## config.mk

```make
export PLATFORM = sky130hd
export DESIGN_NAME = decode_stage_flat
export DESIGN_NICKNAME = d
export VERILOG_FILES = /design/src/hw/cpu_pkg.sv /design/src/hw/ctrl_if.sv /design/src/hw/decode_stage.sv /design/src/flat_wrapper.sv
export SDC_FILE = /design/constraint.sdc
export NUM_CORES = 1
export LEC_CHECK = 0
export BUFFER_PORTS_ARGS = -buffer_cell sky130_fd_sc_hd__buf_2
export CORE_MARGIN = 2
export CORE_UTILIZATION = 37
export CTS_CLUSTER_SIZE = 20
export DETAILED_ROUTE_END_ITERATION = 10
export HOLD_SLACK_MARGIN = 0.06
export PLACE_DENSITY_LB_ADDON = 0.25
export SYNTH_ARGS = -nofsm -noshare
export SYNTH_HDL_FRONTEND = slang
export SYNTH_SLANG_ARGS = --single-unit
```

## constraint.sdc

```tcl
create_clock -name clk -period 1.9 [get_ports clk]
set_input_delay 0.095 -clock clk [delete_from_list [all_inputs] [get_ports clk]]
set_output_delay 0.095 -clock clk [all_outputs]
set_load 0.01 [all_outputs]
```

## src/hw/cpu_pkg.sv

```systemverilog
package cpu_pkg;

	// Top nibble of every instruction word
	typedef enum logic [3:0] {
		op_add = 4'h0, op_sub = 4'h1, op_xor = 4'h2, op_red = 4'h3,
		op_sll = 4'h4, op_sra = 4'h5, op_ror = 4'h6, op_paddsb = 4'h7,
		op_lw = 4'h8, op_sw = 4'h9, op_llb = 4'ha, op_lhb = 4'hb,
		op_b = 4'hc, op_br = 4'hd, op_pcs = 4'he, op_hlt = 4'hf
	} opcode_e;

	typedef enum logic [3:0] {
		alu_add = 4'd0,
		alu_sub = 4'd1,
		alu_xor = 4'd2,
		alu_sll = 4'd4,
		alu_sra = 4'd5,
		alu_ror = 4'd6,
		alu_addr = 4'd10, // Address add, flags untouched
		alu_llb = 4'd11,
		alu_lhb = 4'd12,
		alu_pass = 4'd13  // Source 1 straight through
	} alu_op_e;

	typedef enum logic [2:0] {
		cond_ne = 3'd0, cond_eq = 3'd1, cond_gt = 3'd2, cond_lt = 3'd3,
		cond_ge = 3'd4, cond_le = 3'd5, cond_ov = 3'd6, cond_always = 3'd7
	} cond_e;

	typedef struct packed {
		opcode_e opcode;
		logic [3:0] rd;
		logic [3:0] rs;
		logic [3:0] rt;   // Also the 4-bit immediate
	} r_fmt_t;

	typedef struct packed {
		opcode_e opcode;
		logic [3:0] rd;
		logic [7:0] imm8;
	} i_fmt_t;

	typedef struct packed {
		opcode_e opcode;
		cond_e cond;
		logic [8:0] imm9;
	} b_fmt_t;

	typedef union packed {
		r_fmt_t r_fmt;
		i_fmt_t i_fmt;
		b_fmt_t b_fmt;
	} instr_u;

	// APB byte offsets
	localparam logic [7:0] reg_ctrl_addr = 8'h00;
	localparam logic [7:0] reg_status_addr = 8'h04;
	localparam logic [7:0] reg_imem_addr = 8'h08;
	localparam logic [7:0] reg_peek_addr = 8'h0c;

endpackage

```

## src/hw/ctrl_if.sv

```systemverilog
`timescale 1ns/1ns

interface ctrl_if #(
	parameter int data_width = 16
);
	logic valid;
	logic [3:0] rd;
	logic [data_width-1:0] rs_data;
	logic [data_width-1:0] rt_data;
	logic [data_width-1:0] imm;
	logic [data_width-1:0] pc_plus2;
	cpu_pkg::alu_op_e alu_op;
	logic alu_src1;        // 0 rs, 1 pc+2
	logic alu_src2;        // 0 rt, 1 imm
	logic mem_read_en;
	logic mem_write_en;
	logic reg_write_en;
	logic reg_write_src;   // 0 ALU, 1 memory
	logic branch;
	cpu_pkg::cond_e branch_cond;
	logic halt;
	logic illegal;

	modport dec (
		output valid, rd, rs_data, rt_data, imm, pc_plus2, alu_op, alu_src1, alu_src2,
		output mem_read_en, mem_write_en, reg_write_en, reg_write_src,
		output branch, branch_cond, halt, illegal
	);

	modport exe (
		input valid, rd, rs_data, rt_data, imm, pc_plus2, alu_op, alu_src1, alu_src2,
		input mem_read_en, mem_write_en, reg_write_en, reg_write_src,
		input branch, branch_cond, halt, illegal
	);
endinterface

```

## src/hw/decode_stage.sv

```systemverilog
`timescale 1ns/1ns

module decode_stage #(
	parameter int data_width = 16
) (
	input logic clk,
	input logic arst_n,
	input logic issue,
	input logic [15:0] instruction,
	input logic [data_width-1:0] f_pc_plus2,
	output logic [3:0] rs_idx,
	output logic [3:0] rt_idx,
	input logic [data_width-1:0] rs_rdata,
	input logic [data_width-1:0] rt_rdata,
	ctrl_if.dec ctrl
);
	cpu_pkg::instr_u instr_q;
	logic [data_width-1:0] pc_plus2_q;
	logic valid_q;
	logic [data_width-1:0] shift_imm;
	logic [data_width-1:0] mem_imm;
	logic [data_width-1:0] byte_imm;
	logic [data_width-1:0] br_imm;

	always_ff @(posedge clk) begin
		if (issue) begin
			instr_q <= instruction;
			pc_plus2_q <= f_pc_plus2;
		end
	end

	always_ff @(posedge clk or negedge arst_n) begin
		if (!arst_n)
			valid_q <= 1'b0;
		else
			valid_q <= issue;
	end

	assign shift_imm = {{(data_width-4){instr_q.r_fmt.rt[3]}}, instr_q.r_fmt.rt};
	assign mem_imm = {{(data_width-5){instr_q.r_fmt.rt[3]}}, instr_q.r_fmt.rt, 1'b0};
	assign byte_imm = {{(data_width-8){1'b0}}, instr_q.i_fmt.imm8};
	assign br_imm = {{(data_width-10){instr_q.b_fmt.imm9[8]}}, instr_q.b_fmt.imm9, 1'b0};

	assign ctrl.valid = valid_q;
	assign ctrl.rd = instr_q.r_fmt.rd;
	assign ctrl.rs_data = rs_rdata;
	assign ctrl.rt_data = rt_rdata;
	assign ctrl.pc_plus2 = pc_plus2_q;
	assign ctrl.branch_cond = instr_q.b_fmt.cond;

	always_comb begin
		rs_idx = instr_q.r_fmt.rs;
		rt_idx = instr_q.r_fmt.rt;
		ctrl.imm = shift_imm;
		ctrl.alu_op = cpu_pkg::alu_pass;
		ctrl.alu_src1 = 1'b0;
		ctrl.alu_src2 = 1'b0;
		ctrl.mem_read_en = 1'b0;
		ctrl.mem_write_en = 1'b0;
		ctrl.reg_write_en = 1'b0;
		ctrl.reg_write_src = 1'b0;
		ctrl.branch = 1'b0;
		ctrl.halt = 1'b0;
		ctrl.illegal = 1'b0;
		case (instr_q.r_fmt.opcode)
			cpu_pkg::op_add: begin
				ctrl.alu_op = cpu_pkg::alu_add;
				ctrl.reg_write_en = 1'b1;
			end
			cpu_pkg::op_sub: begin
				ctrl.alu_op = cpu_pkg::alu_sub;
				ctrl.reg_write_en = 1'b1;
			end
			cpu_pkg::op_xor: begin
				ctrl.alu_op = cpu_pkg::alu_xor;
				ctrl.reg_write_en = 1'b1;
			end
			cpu_pkg::op_sll, cpu_pkg::op_sra, cpu_pkg::op_ror: begin
				ctrl.alu_op = (instr_q.r_fmt.opcode == cpu_pkg::op_sll) ? cpu_pkg::alu_sll :
					(instr_q.r_fmt.opcode == cpu_pkg::op_sra) ? cpu_pkg::alu_sra :
					cpu_pkg::alu_ror;
				ctrl.alu_src2 = 1'b1;
				ctrl.reg_write_en = 1'b1;
			end
			cpu_pkg::op_lw: begin
				ctrl.alu_op = cpu_pkg::alu_addr;
				ctrl.alu_src2 = 1'b1;
				ctrl.imm = mem_imm;
				ctrl.mem_read_en = 1'b1;
				ctrl.reg_write_en = 1'b1;
				ctrl.reg_write_src = 1'b1;
			end
			cpu_pkg::op_sw: begin
				rt_idx = instr_q.r_fmt.rd;   // Store data comes from bits 11:8
				ctrl.alu_op = cpu_pkg::alu_addr;
				ctrl.alu_src2 = 1'b1;
				ctrl.imm = mem_imm;
				ctrl.mem_write_en = 1'b1;
			end
			cpu_pkg::op_llb, cpu_pkg::op_lhb: begin
				rs_idx = instr_q.i_fmt.rd;   // Read-modify-write of rd
				ctrl.alu_op = (instr_q.r_fmt.opcode == cpu_pkg::op_llb) ?
					cpu_pkg::alu_llb : cpu_pkg::alu_lhb;
				ctrl.alu_src2 = 1'b1;
				ctrl.imm = byte_imm;
				ctrl.reg_write_en = 1'b1;
			end
			cpu_pkg::op_b: begin
				ctrl.alu_op = cpu_pkg::alu_addr;
				ctrl.alu_src1 = 1'b1;
				ctrl.alu_src2 = 1'b1;
				ctrl.imm = br_imm;
				ctrl.branch = 1'b1;
			end
			cpu_pkg::op_br: ctrl.branch = 1'b1;   // Target is rs
			cpu_pkg::op_pcs: begin
				ctrl.alu_src1 = 1'b1;
				ctrl.reg_write_en = 1'b1;
			end
			cpu_pkg::op_hlt: ctrl.halt = 1'b1;
			default: ctrl.illegal = 1'b1;   // RED and PADDSB
		endcase
	end

	a_no_overlap: assert property (@(posedge clk) disable iff (!arst_n)
		ctrl.valid |-> !issue);

endmodule

```

## src/flat_wrapper.sv

```systemverilog
// flat-port wrapper written by rule: the top's interface ports become plain ports
module decode_stage_flat 
#(
	parameter int data_width = 16
)
  (clk, arst_n, issue, instruction, f_pc_plus2, rs_idx, rt_idx, rs_rdata, rt_rdata, ctrl_valid, ctrl_rd, ctrl_rs_data, ctrl_rt_data, ctrl_imm, ctrl_pc_plus2, ctrl_alu_op, ctrl_alu_src1, ctrl_alu_src2, ctrl_mem_read_en, ctrl_mem_write_en, ctrl_reg_write_en, ctrl_reg_write_src, ctrl_branch, ctrl_branch_cond, ctrl_halt, ctrl_illegal);
  ctrl_if #(.data_width(data_width)) ctrl_i ();
  input logic clk;
  input logic arst_n;
  input logic issue;
  input logic [15:0] instruction;
  input logic [data_width-1:0] f_pc_plus2;
  output logic [3:0] rs_idx;
  output logic [3:0] rt_idx;
  input logic [data_width-1:0] rs_rdata;
  input logic [data_width-1:0] rt_rdata;
  output wire logic [$bits(ctrl_i.valid)-1:0] ctrl_valid;
  output wire logic [$bits(ctrl_i.rd)-1:0] ctrl_rd;
  output wire logic [$bits(ctrl_i.rs_data)-1:0] ctrl_rs_data;
  output wire logic [$bits(ctrl_i.rt_data)-1:0] ctrl_rt_data;
  output wire logic [$bits(ctrl_i.imm)-1:0] ctrl_imm;
  output wire logic [$bits(ctrl_i.pc_plus2)-1:0] ctrl_pc_plus2;
  output wire logic [$bits(ctrl_i.alu_op)-1:0] ctrl_alu_op;
  output wire logic [$bits(ctrl_i.alu_src1)-1:0] ctrl_alu_src1;
  output wire logic [$bits(ctrl_i.alu_src2)-1:0] ctrl_alu_src2;
  output wire logic [$bits(ctrl_i.mem_read_en)-1:0] ctrl_mem_read_en;
  output wire logic [$bits(ctrl_i.mem_write_en)-1:0] ctrl_mem_write_en;
  output wire logic [$bits(ctrl_i.reg_write_en)-1:0] ctrl_reg_write_en;
  output wire logic [$bits(ctrl_i.reg_write_src)-1:0] ctrl_reg_write_src;
  output wire logic [$bits(ctrl_i.branch)-1:0] ctrl_branch;
  output wire logic [$bits(ctrl_i.branch_cond)-1:0] ctrl_branch_cond;
  output wire logic [$bits(ctrl_i.halt)-1:0] ctrl_halt;
  output wire logic [$bits(ctrl_i.illegal)-1:0] ctrl_illegal;
  assign ctrl_valid = ctrl_i.valid;
  assign ctrl_rd = ctrl_i.rd;
  assign ctrl_rs_data = ctrl_i.rs_data;
  assign ctrl_rt_data = ctrl_i.rt_data;
  assign ctrl_imm = ctrl_i.imm;
  assign ctrl_pc_plus2 = ctrl_i.pc_plus2;
  assign ctrl_alu_op = ctrl_i.alu_op;
  assign ctrl_alu_src1 = ctrl_i.alu_src1;
  assign ctrl_alu_src2 = ctrl_i.alu_src2;
  assign ctrl_mem_read_en = ctrl_i.mem_read_en;
  assign ctrl_mem_write_en = ctrl_i.mem_write_en;
  assign ctrl_reg_write_en = ctrl_i.reg_write_en;
  assign ctrl_reg_write_src = ctrl_i.reg_write_src;
  assign ctrl_branch = ctrl_i.branch;
  assign ctrl_branch_cond = ctrl_i.branch_cond;
  assign ctrl_halt = ctrl_i.halt;
  assign ctrl_illegal = ctrl_i.illegal;
  decode_stage #(.data_width(data_width)) u_core (.clk(clk), .arst_n(arst_n), .issue(issue), .instruction(instruction), .f_pc_plus2(f_pc_plus2), .rs_idx(rs_idx), .rt_idx(rt_idx), .rs_rdata(rs_rdata), .rt_rdata(rt_rdata), .ctrl(ctrl_i));
endmodule
```

# Word-level counts from Yosys, hierarchy flattened
# Index checks and enable logic that the tools add are counted.
# op_classes
n_mux	15
reduce_logical	10
eq_ne	13
# op_table
op	count
$pmux 16 s3	1
$eq 4x4->1 const B	8
$pmux 4 s6	1
$reduce_or 14->1	1
$eq 4x3->1 const B	3
$mux 4	3
$reduce_or 10->1	1
$mux 1	8
$reduce_or 2->1	4
$reduce_or 8->1	1
$reduce_or 3->1	2
$eq 4x1->1 const B	1
$eq 4x2->1 const B	1
$logic_not 4->1	1
$mux 3	1
$mux 2	1
# totals
output_inout_bits	93
word_cells	41
register_bits	33
in_bits	67

# Logic depth before layout (Yosys ltp)
# Gate-level depths: netlist of run 1.
# logic_depth
word_depth	4
depth_mapped	6
depth_no_buf	3

# Worst setup path before layout of run 1
# OpenSTA, ideal clock, no wires.
# synth_timing
path_type	reg2out
startpoint	reg u_core.instr_q[15] in the netlist's numbering
endpoint	out ctrl_imm[10]
path_buffers	3
required_ns	1.805
arrival_time_ns	1.465
path_slack_ns	0.340
path_stages_with_launch	7
cell_sequence	edfxtp_1 -> buf_4 -> and3b_1 -> buf_6 -> nor3b_4 -> a21o_1 -> buf_4
# synth_between
elab_chain_cells	3
elab_cells_between_ends	8
cone_classes	eq/ne (5); mux (1); reduce/logical (2)
# synth_lines
element	line_no	source
start, declared	decode_stage.sv:17	cpu_pkg::instr_u instr_q;
start signal, assigned	decode_stage.sv:27	instr_q <= instruction;
$eq 4x4->1	decode_stage.sv:65	case (instr_q.r_fmt.opcode)
$reduce_or 2->1 (on tied branches)	--	
$pmux 16 s3 (*)	decode_stage.sv:65	
end, declared	flat_wrapper.sv:21	output wire logic [$bits(ctrl_i.imm)-1:0] ctrl_imm;
# Mark *: on every way between the ends. The rest lies on a longest branch, timed or not.

# Final worst setup path of run 1
# layout_timing
startpoint	reg u_core.instr_q[14] in the netlist's numbering
endpoint	out rt_idx[0]
# layout_between
elab_chain_cells	2
# layout_lines
element	line_no	source
$eq 4x4->1	decode_stage.sv:65	
$mux 4	decode_stage.sv:65	
end, declared	flat_wrapper.sv:14	output logic [3:0] rt_idx;
# Every way passes these cells.

==> results of run 1 <==
## critical path: cells and delay by family (launching register included)
family / cells / cell delay [ns]
DFF: 1 / 0.43
muxes: 1 / 0.38
and+or+nand+nor: 2 / 0.51
buffers and inverters: 1 / 0.14
## layout make-up
class                      count  area share
multi-input combinational     47      0.1585
timing repair buffer         136      0.3584
clock buffer                   5     0.02848
inverter                       1    0.001554
sequential                    33      0.4081
tap                           54     0.02796
clock inverter                 3     0.01709
## cell families (layout without fill, tap and decap cells)
group,count (synthesis),in the layout,synth area share
buf+inv,52,145,0.2219
flops,33,33,0.5641
simple gates,25,25,0.09234
mux,12,12,0.07731
compound gates,10,10,0.04438
## state kept, by name, indices dropped and copies added (netlist names)
| register | count |
|---|---|
| u_core.ctrl.valid | 1 |
| u_core.ctrl.pc_plus2 | 16 |
| u_core.instr_q | 16 |
## routing by layer
metal,global-route usage,share of wire,vias to the layer above
met3,0.08564,0.15,2
met2,0.2848,0.51,120
met1,0.1643,0.34,552
met5,0,0,-
met4,0.06584,0.0065,0
li1,-,-,605
## what timing repair did
| item | 4_1_cts | 5_1_grt |
|---|---|---|
| hold buffers | 33 | 0 |
| setup buffers | 4 | 2 |
| gates resized for setup | 1 | 2 |
| endpoints found under the setup margin | 19 | 11 |
| pin swaps | 0 | 2 |
| endpoints found under the hold margin | 33 | 0 |
## placed cells by master (no fill, tap or decap), types with 3 or more instances in the layout
cell           count
clkbuf_8           5
edfxtp_1          32
nor2_1             7
buf_2             95
nand2_1            6
mux2_2            11
dlygate4sd3_1     33
buf_4              8
nand2b_1           3
a221o_1            3
## worst max path at each step
stage,slack [ns],endpoint,start
6_report,0.06,rt_idx[0],u_core.instr_q[14]$_DFFE_PP_
5_1_grt,-0.04,rt_idx[3],u_core.instr_q[14]$_DFFE_PP_
4_1_cts,0.02,rt_idx[1],u_core.instr_q[14]$_DFFE_PP_
3_5_place_dp,0.23,ctrl_imm[14],u_core.instr_q[15]$_DFFE_PP_
3_3_place_gp,0.29,ctrl_imm[13],u_core.instr_q[15]$_DFFE_PP_
2_1_floorplan,0.34,ctrl_imm[10],u_core.instr_q[15]$_DFFE_PP_
## power by group through the flow
stage,logic (mW),clock network [mW],registers (mW)
detailed placement,0.345,0,0.919
CTS,0.412,0.654,0.898
finish,0.419,0.637,0.898
floorplan,0.277,0,0.916
global route,0.455,0.693,0.906
global placement,0.341,0,0.917
==> results.json, run 1 <==
{
  "status": "complete, no violations",
  "final_area_um2": 2416,
  "fmaxAchievable_ghz": 0.5441,
  "dr.pass1.iters": 4,
  "post-route-min-period_ns": 1.838,
  "power.density_nw_per_um2": 808.8,
  "seqCellArea_um2": 985.9,
  "routed_via_density": 4.584,
  "pwr-share-comb": 0.214,
  "critPathCaptureType": "output pin",
  "worst_pin_slew_ns": 0.7186,
  "yosysMostFrequentCell": "buf_4",
  "drt_iter0_drc": 22,
  "ant_nets": 0,
  "totalWireLength_um": 4439,
  "gp_congestion": 0.8330,
  "ir_drop_v": 0.0006211,
  "drt-wirelength-per-cell_um": 15.91,
  "cp.arrival_ns": 1.74,
  "path_cells": "nand2b_4 > nor3b_4 > mux2_2 > buf_2",
  "whs_ns": 0.1122,
  "place_area_um2": 1922,
  "setup_viol": 0,
  "antenna_found_initial": 0,
  "dp_hpwl_um": 3027,
  "multi_input_area_um2": 382.9,
  "synth-seq-area-share": 0.5641,
  "antenna_cells": 0,
  "die_w_um": 72.73,
  "fin_nets": 291,
  "yosys_warnings": 0,
  "seqPwrFrac": 0.460,
  "synth_edf_count": 32,
  "critPathKind": "reg2out",
  "path_max_fanout": 5,
  "crit_path_max_incr_delay_ns": 0.43,
  "ys_top_cells_by_area": "edfxtp_1, buf_4, mux2_2",
  "intPower_mw": 1.470,
  "cts_tree": "yes",
  "rsz0062_at_grt": "yes",
  "switchingPower_mw": 0.4845,
  "p_clk_frac": 0.326,
  "relSlewSlack": 0.5209,
  "max_cap_violations": 0,
  "hold_viol_final": 0,
  "crit_path_start_kind": "register",
  "instances_no_fill": 279,
  "yosys.cell_types.count": 24,
  "syn_nets": 199,
  "pin_count": 160,
  "route.vias.total": 1279,
  "slew_viol_final": 0,
  "avgSynthCellArea_um2": 13.24,
  "grt_pass1_wl_um": 6423,
  "start_util": 0.3776,
  "core_area_um2": 4629,
  "drive_above_1_share": 0.5644,
  "tns_ns": 0,
  "syn_area_um2": 1748,
  "grtUsageTotal": 0.1638,
  "htree_levels": 2,
  "pre_cts_ws_ns": 0.2273,
  "die_y_um": 72.73,
  "min_path_type": "in2async",
  "crit_slowest_cell": "edfxtp_1",
  "dp_cells": 232,
  "netlist.area_leader.share": 0.5497,
  "syn2layout_area_growth_pct": 38.22,
  "cts_buffers": 5,
  "num_rows": 25,
  "route.detailed.drc": 0,
  "port_buffers": 95,
  "min_period_over_period": 0.9673,
  "ys_ff_latch": 33,
  "clock-root-buffer": "clkbuf_8",
  "grt_max_degree": 34,
  "p_leak_nw": 1.106,
  "die_area_um2": 5290,
  "p_total_mw": 1.954,
  "cts_buffer_depth": 2,
  "p_sw_frac": 0.2479,
  "cts.clk_slew.worst_paths_ns": 0.07,
  "grt.overflow.total": 0,
  "grt_pass1_vias": 1316,
  "async_flop_share": 0.03030,
  "cts_num_sinks": 33,
  "nFillCells": 416,
  "crit_required_ns": 1.80,
  "fin_ws_ns": 0.06218,
  "synth_cells": 132,
  "final_util": 0.5219,
  "synth_top_area_cell": "edfxtp_1",
  "synth_flop_cell": "edfxtp_1",
  "netlist_top_cells_count": "buf_4, edfxtp_1, mux2_2, nor2_1, nand2_1"
}
(Power assumes the default switching activity.)
==> inputs of run 2 (changes only) <==
REMOVE_ABC_BUFFERS = 1   (was default)
==> run 2 against run 1 <==
Effect of this change:
- via count increased by 3.4%
- total power increased by 1.8%
- utilization increased by 0.46 points
- worst hold slack improved by 0.0015 ns
- largest cell class unchanged
==> results.json, run 2 (same netlist as run 1, synthesis figures left out) <==
{
  "grtUsageTotal": 0.1792,
  "seqPwrFrac": 0.451,
  "tns_ns": 0,
  "status": "complete, no violations",
  "start_util": 0.3776,
  "p_leak_nw": 1.119,
  "route.vias.total": 1323,
  "rsz0062_at_grt": "yes",
  "critPathCaptureType": "output pin",
  "seqCellArea_um2": 985.9,
  "hold_viol_final": 0,
  "min_period_over_period": 0.9712,
  "max_cap_violations": 0,
  "setup_viol": 0,
  "crit_slowest_cell": "edfxtp_1",
  "port_buffers": 95,
  "crit_path_start_kind": "register",
  "die_area_um2": 5290,
  "dp_hpwl_um": 3493,
  "routed_via_density": 4.708,
  "ir_drop_v": 0.0005658,
  "cts.clk_slew.worst_paths_ns": 0.07,
  "cts_num_sinks": 33,
  "cp.arrival_ns": 1.75,
  "path_cells": "nand2b_4 > nor3b_4 > mux2_2 > buf_2",
  "power.density_nw_per_um2": 816.3,
  "syn2layout_area_growth_pct": 39.44,
  "multi_input_area_um2": 379.1,
  "drt-wirelength-per-cell_um": 17.36,
  "drive_above_1_share": 0.5727,
  "critPathKind": "reg2out",
  "clock-root-buffer": "clkbuf_8",
  "core_area_um2": 4629,
  "antenna_found_initial": 0,
  "pre_cts_ws_ns": 0.2229,
  "p_sw_frac": 0.2400,
  "crit_path_max_incr_delay_ns": 0.44,
  "pin_count": 160,
  "final_common_cell": "buf_2",
  "cp_num_buf_inv": 1,
  "relSlewSlack": 0.5235,
  "cts_buffers": 5,
  "fmaxAchievable_ghz": 0.5419,
  "route.detailed.drc": 0,
  "crit_family": "simple AND/OR/NAND/NOR gates",
  "path_max_fanout": 5,
  "crit_required_ns": 1.80,
  "worst_pin_slew_ns": 0.7148,
  "pwr-share-comb": 0.211,
  "grt_max_degree": 34,
  "cts_buffer_depth": 2,
  "die_y_um": 72.73,
  "num_rows": 25,
  "cts_tree": "yes",
  "dr.pass1.iters": 4,
  "fin_ws_ns": 0.05468,
  "die_w_um": 72.73,
  "antenna_cells": 0,
  "htree_levels": 2,
  "post-route-min-period_ns": 1.845,
  "totalWireLength_um": 4877,
  "whs_ns": 0.1137,
  "layout_common_cells": "buf_2, dlygate4sd3_1, edfxtp_1, mux2_2, buf_4",
  "fin_nets": 293,
  "switchingPower_mw": 0.4774,
  "min_path_type": "in2async",
  "drt_iter0_drc": 50,
  "ant_nets": 0,
  "nFillCells": 405,
  "grt_pass1_vias": 1282,
  "p_clk_frac": 0.338,
  "intPower_mw": 1.512,
  "gp_congestion": 0.7929,
  "grt.overflow.total": 0,
  "grt_pass1_wl_um": 6679,
  "slew_viol_final": 0
}
run 2: changes by cell type in the layout (fill, tap and decap cells not counted), sizes merged:
cell / delta
buf: +2
clkbuf: +1
clkinv: -1
run 2: worst max path at each step:
| stage | cells after the start | slack, ns | endpoint | from |
|---|---|---|---|---|
| after floorplan | 3 | 0.18 | ctrl_imm[10] | u_core.instr_q[13]$_DFFE_PP_ |
| after CTS | 4 | 0.008 | ctrl_imm[15] | u_core.instr_q[12]$_DFFE_PP_ |
| after global placement | 4 | 0.26 | ctrl_imm[11] | u_core.instr_q[15]$_DFFE_PP_ |
| after global routing | 4 | -0.01 | rt_idx[1] | u_core.instr_q[14]$_DFFE_PP_ |
| final | 4 | 0.05 | rt_idx[1] | u_core.instr_q[14]$_DFFE_PP_ |
| after detailed placement | 4 | 0.22 | ctrl_imm[6] | u_core.instr_q[15]$_DFFE_PP_ |
run 2: through the flow:
stage	std cells	area (um^2)	util	total power [mW]
6_report	281	2437	0.5265	1.990
2_1_floorplan	81	1364	-	1.076
3_5_place_dp	231	1914	0.4135	1.260
3_3_place_gp	231	1914	0.4135	1.253
5_1_grt	281	2437	0.5265	2.084
4_1_cts	275	2389	0.5159	2.001
run 2: power groups by stage:
| stage | registers (mW) | logic, mW | clock network [mW] |
|---|---|---|---|
| floorplan | 0.935 | 0.140 | 0 |
| global placement | 0.915 | 0.338 | 0 |
| detailed placement | 0.919 | 0.341 | 0 |
| CTS | 0.900 | 0.405 | 0.697 |
| global route | 0.904 | 0.455 | 0.724 |
| finish | 0.898 | 0.419 | 0.673 |
run 2: layer usage:
| metal | routed length (um) | track usage | vias up |
|---|---|---|---|
| met1 | 1926 | 0.2085 | 598 |
| met5 | 24 | 0.07071 | - |
| li1 | - | - | 606 |
| met2 | 2105 | 0.2384 | 109 |
| met4 | 30 | 0.04527 | 2 |
| met3 | 790 | 0.1575 | 8 |
run 2: cell type report:
class,count,share of cell area
Clock inverter,2,0.01540
Timing Repair Buffer,138,0.3614
Multi-Input combinational cell,47,0.1555
Clock buffer,6,0.03388
Sequential cell,33,0.4045
Inverter,1,0.001540
Tap cell,54,0.02772
run 2: what timing repair did:
| item | in CTS | in global routing |
|---|---|---|
| gates resized for setup | 1 | 1 |
| setup endpoints to repair | 19 | 14 |
| hold endpoints to repair | 33 | 0 |
| buffers inserted | 3 | 6 |
| pin swaps | 1 | 2 |
| hold buffers | 33 | 0 |
==> inputs of run 3 (changes only) <==
clock period = 2.1 ns   (was 1.9 ns; I/O delays follow)
==> run 3 against run 2 <==
Effect of this change:
- worst setup slack gained 0.076 ns
- combinational power is 16% lower
- wire length decreased by 1.1%
- non-clock buffer count fell by 10
- via count down 4.5%
- cell area shrank 3.6%
- critical path depth unchanged
- die area unchanged
- worst hold slack better by 0.029 ns
- clock-buffer cell count decreased by 1
- flip-flop and latch count unchanged
- clock power fell by 14%
==> results.json, run 3 (same netlist as run 1, synthesis figures left out) <==
{
  "clock-root-buffer": "clkbuf_8",
  "htree_levels": 2,
  "instances_no_fill": 271,
  "dr.pass1.iters": 4,
  "grt.busiest_layer": "met2",
  "totalWireLength_um": 4822,
  "grt_pass1_wl_um": 6886,
  "drive_above_1_share": 0.5484,
  "dp_cells": 230,
  "route.detailed.drc": 0,
  "crit_required_ns": 2.00,
  "pin_count": 160,
  "start_util": 0.3776,
  "cts_setup_buffers": 0,
  "relSlewSlack": 0.5248,
  "post-route-min-period_ns": 1.969,
  "cts_buffers": 5,
  "layout_common_cells": "buf_2, dlygate4sd3_1, edfxtp_1, mux2_2, nor2_1",
  "rsz0062_at_grt": "no",
  "multi_input_area_um2": 375.4,
  "die_y_um": 72.73,
  "fin_nets": 283,
  "grt_pass1_vias": 1304,
  "drt-wirelength-per-cell_um": 17.79,
  "core_area_um2": 4629,
  "crit_path_start_kind": "register",
  "slew_viol_final": 0,
  "seqCellArea_um2": 985.9,
  "cts_tree": "yes",
  "cts_buffer_depth": 2,
  "grt_use_met1": 0.1968,
  "power.density_nw_per_um2": 746.1,
  "tns_ns": 0,
  "grtUsageTotal": 0.1859,
  "critPathCaptureType": "output pin",
  "p_total_mw": 1.752,
  "dp_hpwl_um": 3584,
  "antenna_found_initial": 0,
  "cts_num_sinks": 33,
  "path_max_fanout": 9,
  "routed_via_density": 4.664,
  "worst_pin_slew_ns": 0.7128,
  "cp.arrival_ns": 1.86,
  "ant_nets": 0,
  "hold_viol_final": 0,
  "ir_drop_v": 0.0004577,
  "min_period_over_period": 0.9378,
  "final_area_um2": 2349,
  "p_leak_nw": 1.063,
  "num_rows": 25,
  "place_area_um2": 1907,
  "route.vias.total": 1264,
  "drt_iter0_drc": 47,
  "grt_max_degree": 34,
  "max_cap_violations": 0,
  "crit_start": "u_core.instr_q[14]$_DFFE_PP_",
  "syn2layout_area_growth_pct": 34.36,
  "final_common_cell": "buf_2",
  "grt.met2_usage": 0.2586,
  "fmaxAchievable_ghz": 0.5078,
  "critPathKind": "reg2out",
  "min_path_type": "in2async",
  "die_area_um2": 5290,
  "port_buffers": 95,
  "cts.clk_slew.worst_paths_ns": 0.07,
  "die_w_um": 72.73,
  "nFillCells": 418,
  "antenna_cells": 0,
  "status": "complete, no violations",
  "setup_viol": 0,
  "gp_congestion": 0.7230,
  "grt.overflow.total": 0,
  "use_met3": 0.1519
}
-- run 3: cell count changes in the layout (fill, tap and decap cells not counted) --
| cell | change |
|---|---|
| and4bb_2 | +1 |
| clkbuf_8 | -1 |
| clkinv_1 | +1 |
| buf_4 | -10 |
| and4bb_4 | -1 |
-- run 3: worst paths after layout --
path	to	cells after the start
max in group asynchronous	u_core.ctrl.valid$_DFF_PN0_	2
min in group clk	ctrl_rs_data[3]	0
max	rt_idx[3]	4
min	u_core.ctrl.valid$_DFF_PN0_	2
-- run 3: cell type report --
| type | instances | share of cell area |
|---|---|---|
| multi-input combinational | 47 | 0.1598 |
| clock inverter | 3 | 0.01758 |
| tap | 54 | 0.02877 |
| inverter | 1 | 0.001598 |
| clock buffer | 5 | 0.02930 |
| timing repair buffer | 128 | 0.3431 |
| sequential | 33 | 0.4198 |
-- run 3: stage by stage --
step                      hold slack (ns)    util  worst slack [ns]
after floorplan                   -0.1906       -            0.3685
after global placement            -0.1201  0.4119            0.4664
after detailed placement          -0.1187  0.4119            0.4065
after CTS                          0.1067  0.5070           0.08611
after global routing               0.1450  0.5073           0.01866
final                              0.1423  0.5073            0.1305
-- run 3: what timing repair did --
action,in CTS,in global routing
endpoints found under the setup margin,0,7
hold buffers,33,0
resized for setup,0,1
endpoints found under the hold margin,33,0
-- run 3: per-layer routing --
metal  up-vias  part of all wire
li1        586                 -
met1       563              0.38
met2       104              0.44
met3         9              0.17
met4         2             0.015
met5         -            0.0050
-- run 3: power by group --
part	switching (mW)	internal (mW)	leakage [nW]
clock	0.233	0.349	0.0518
sequential	0.0392	0.781	0.325
combinational	0.165	0.185	0.686
-- run 3: worst max-delay path, cell delays in order (launching register included) --
cell and delay, ns:
edfxtp_1 0.51, nand2b_4 0.21, nor3b_4 0.33, mux2_2 0.38
buf_2 0.14
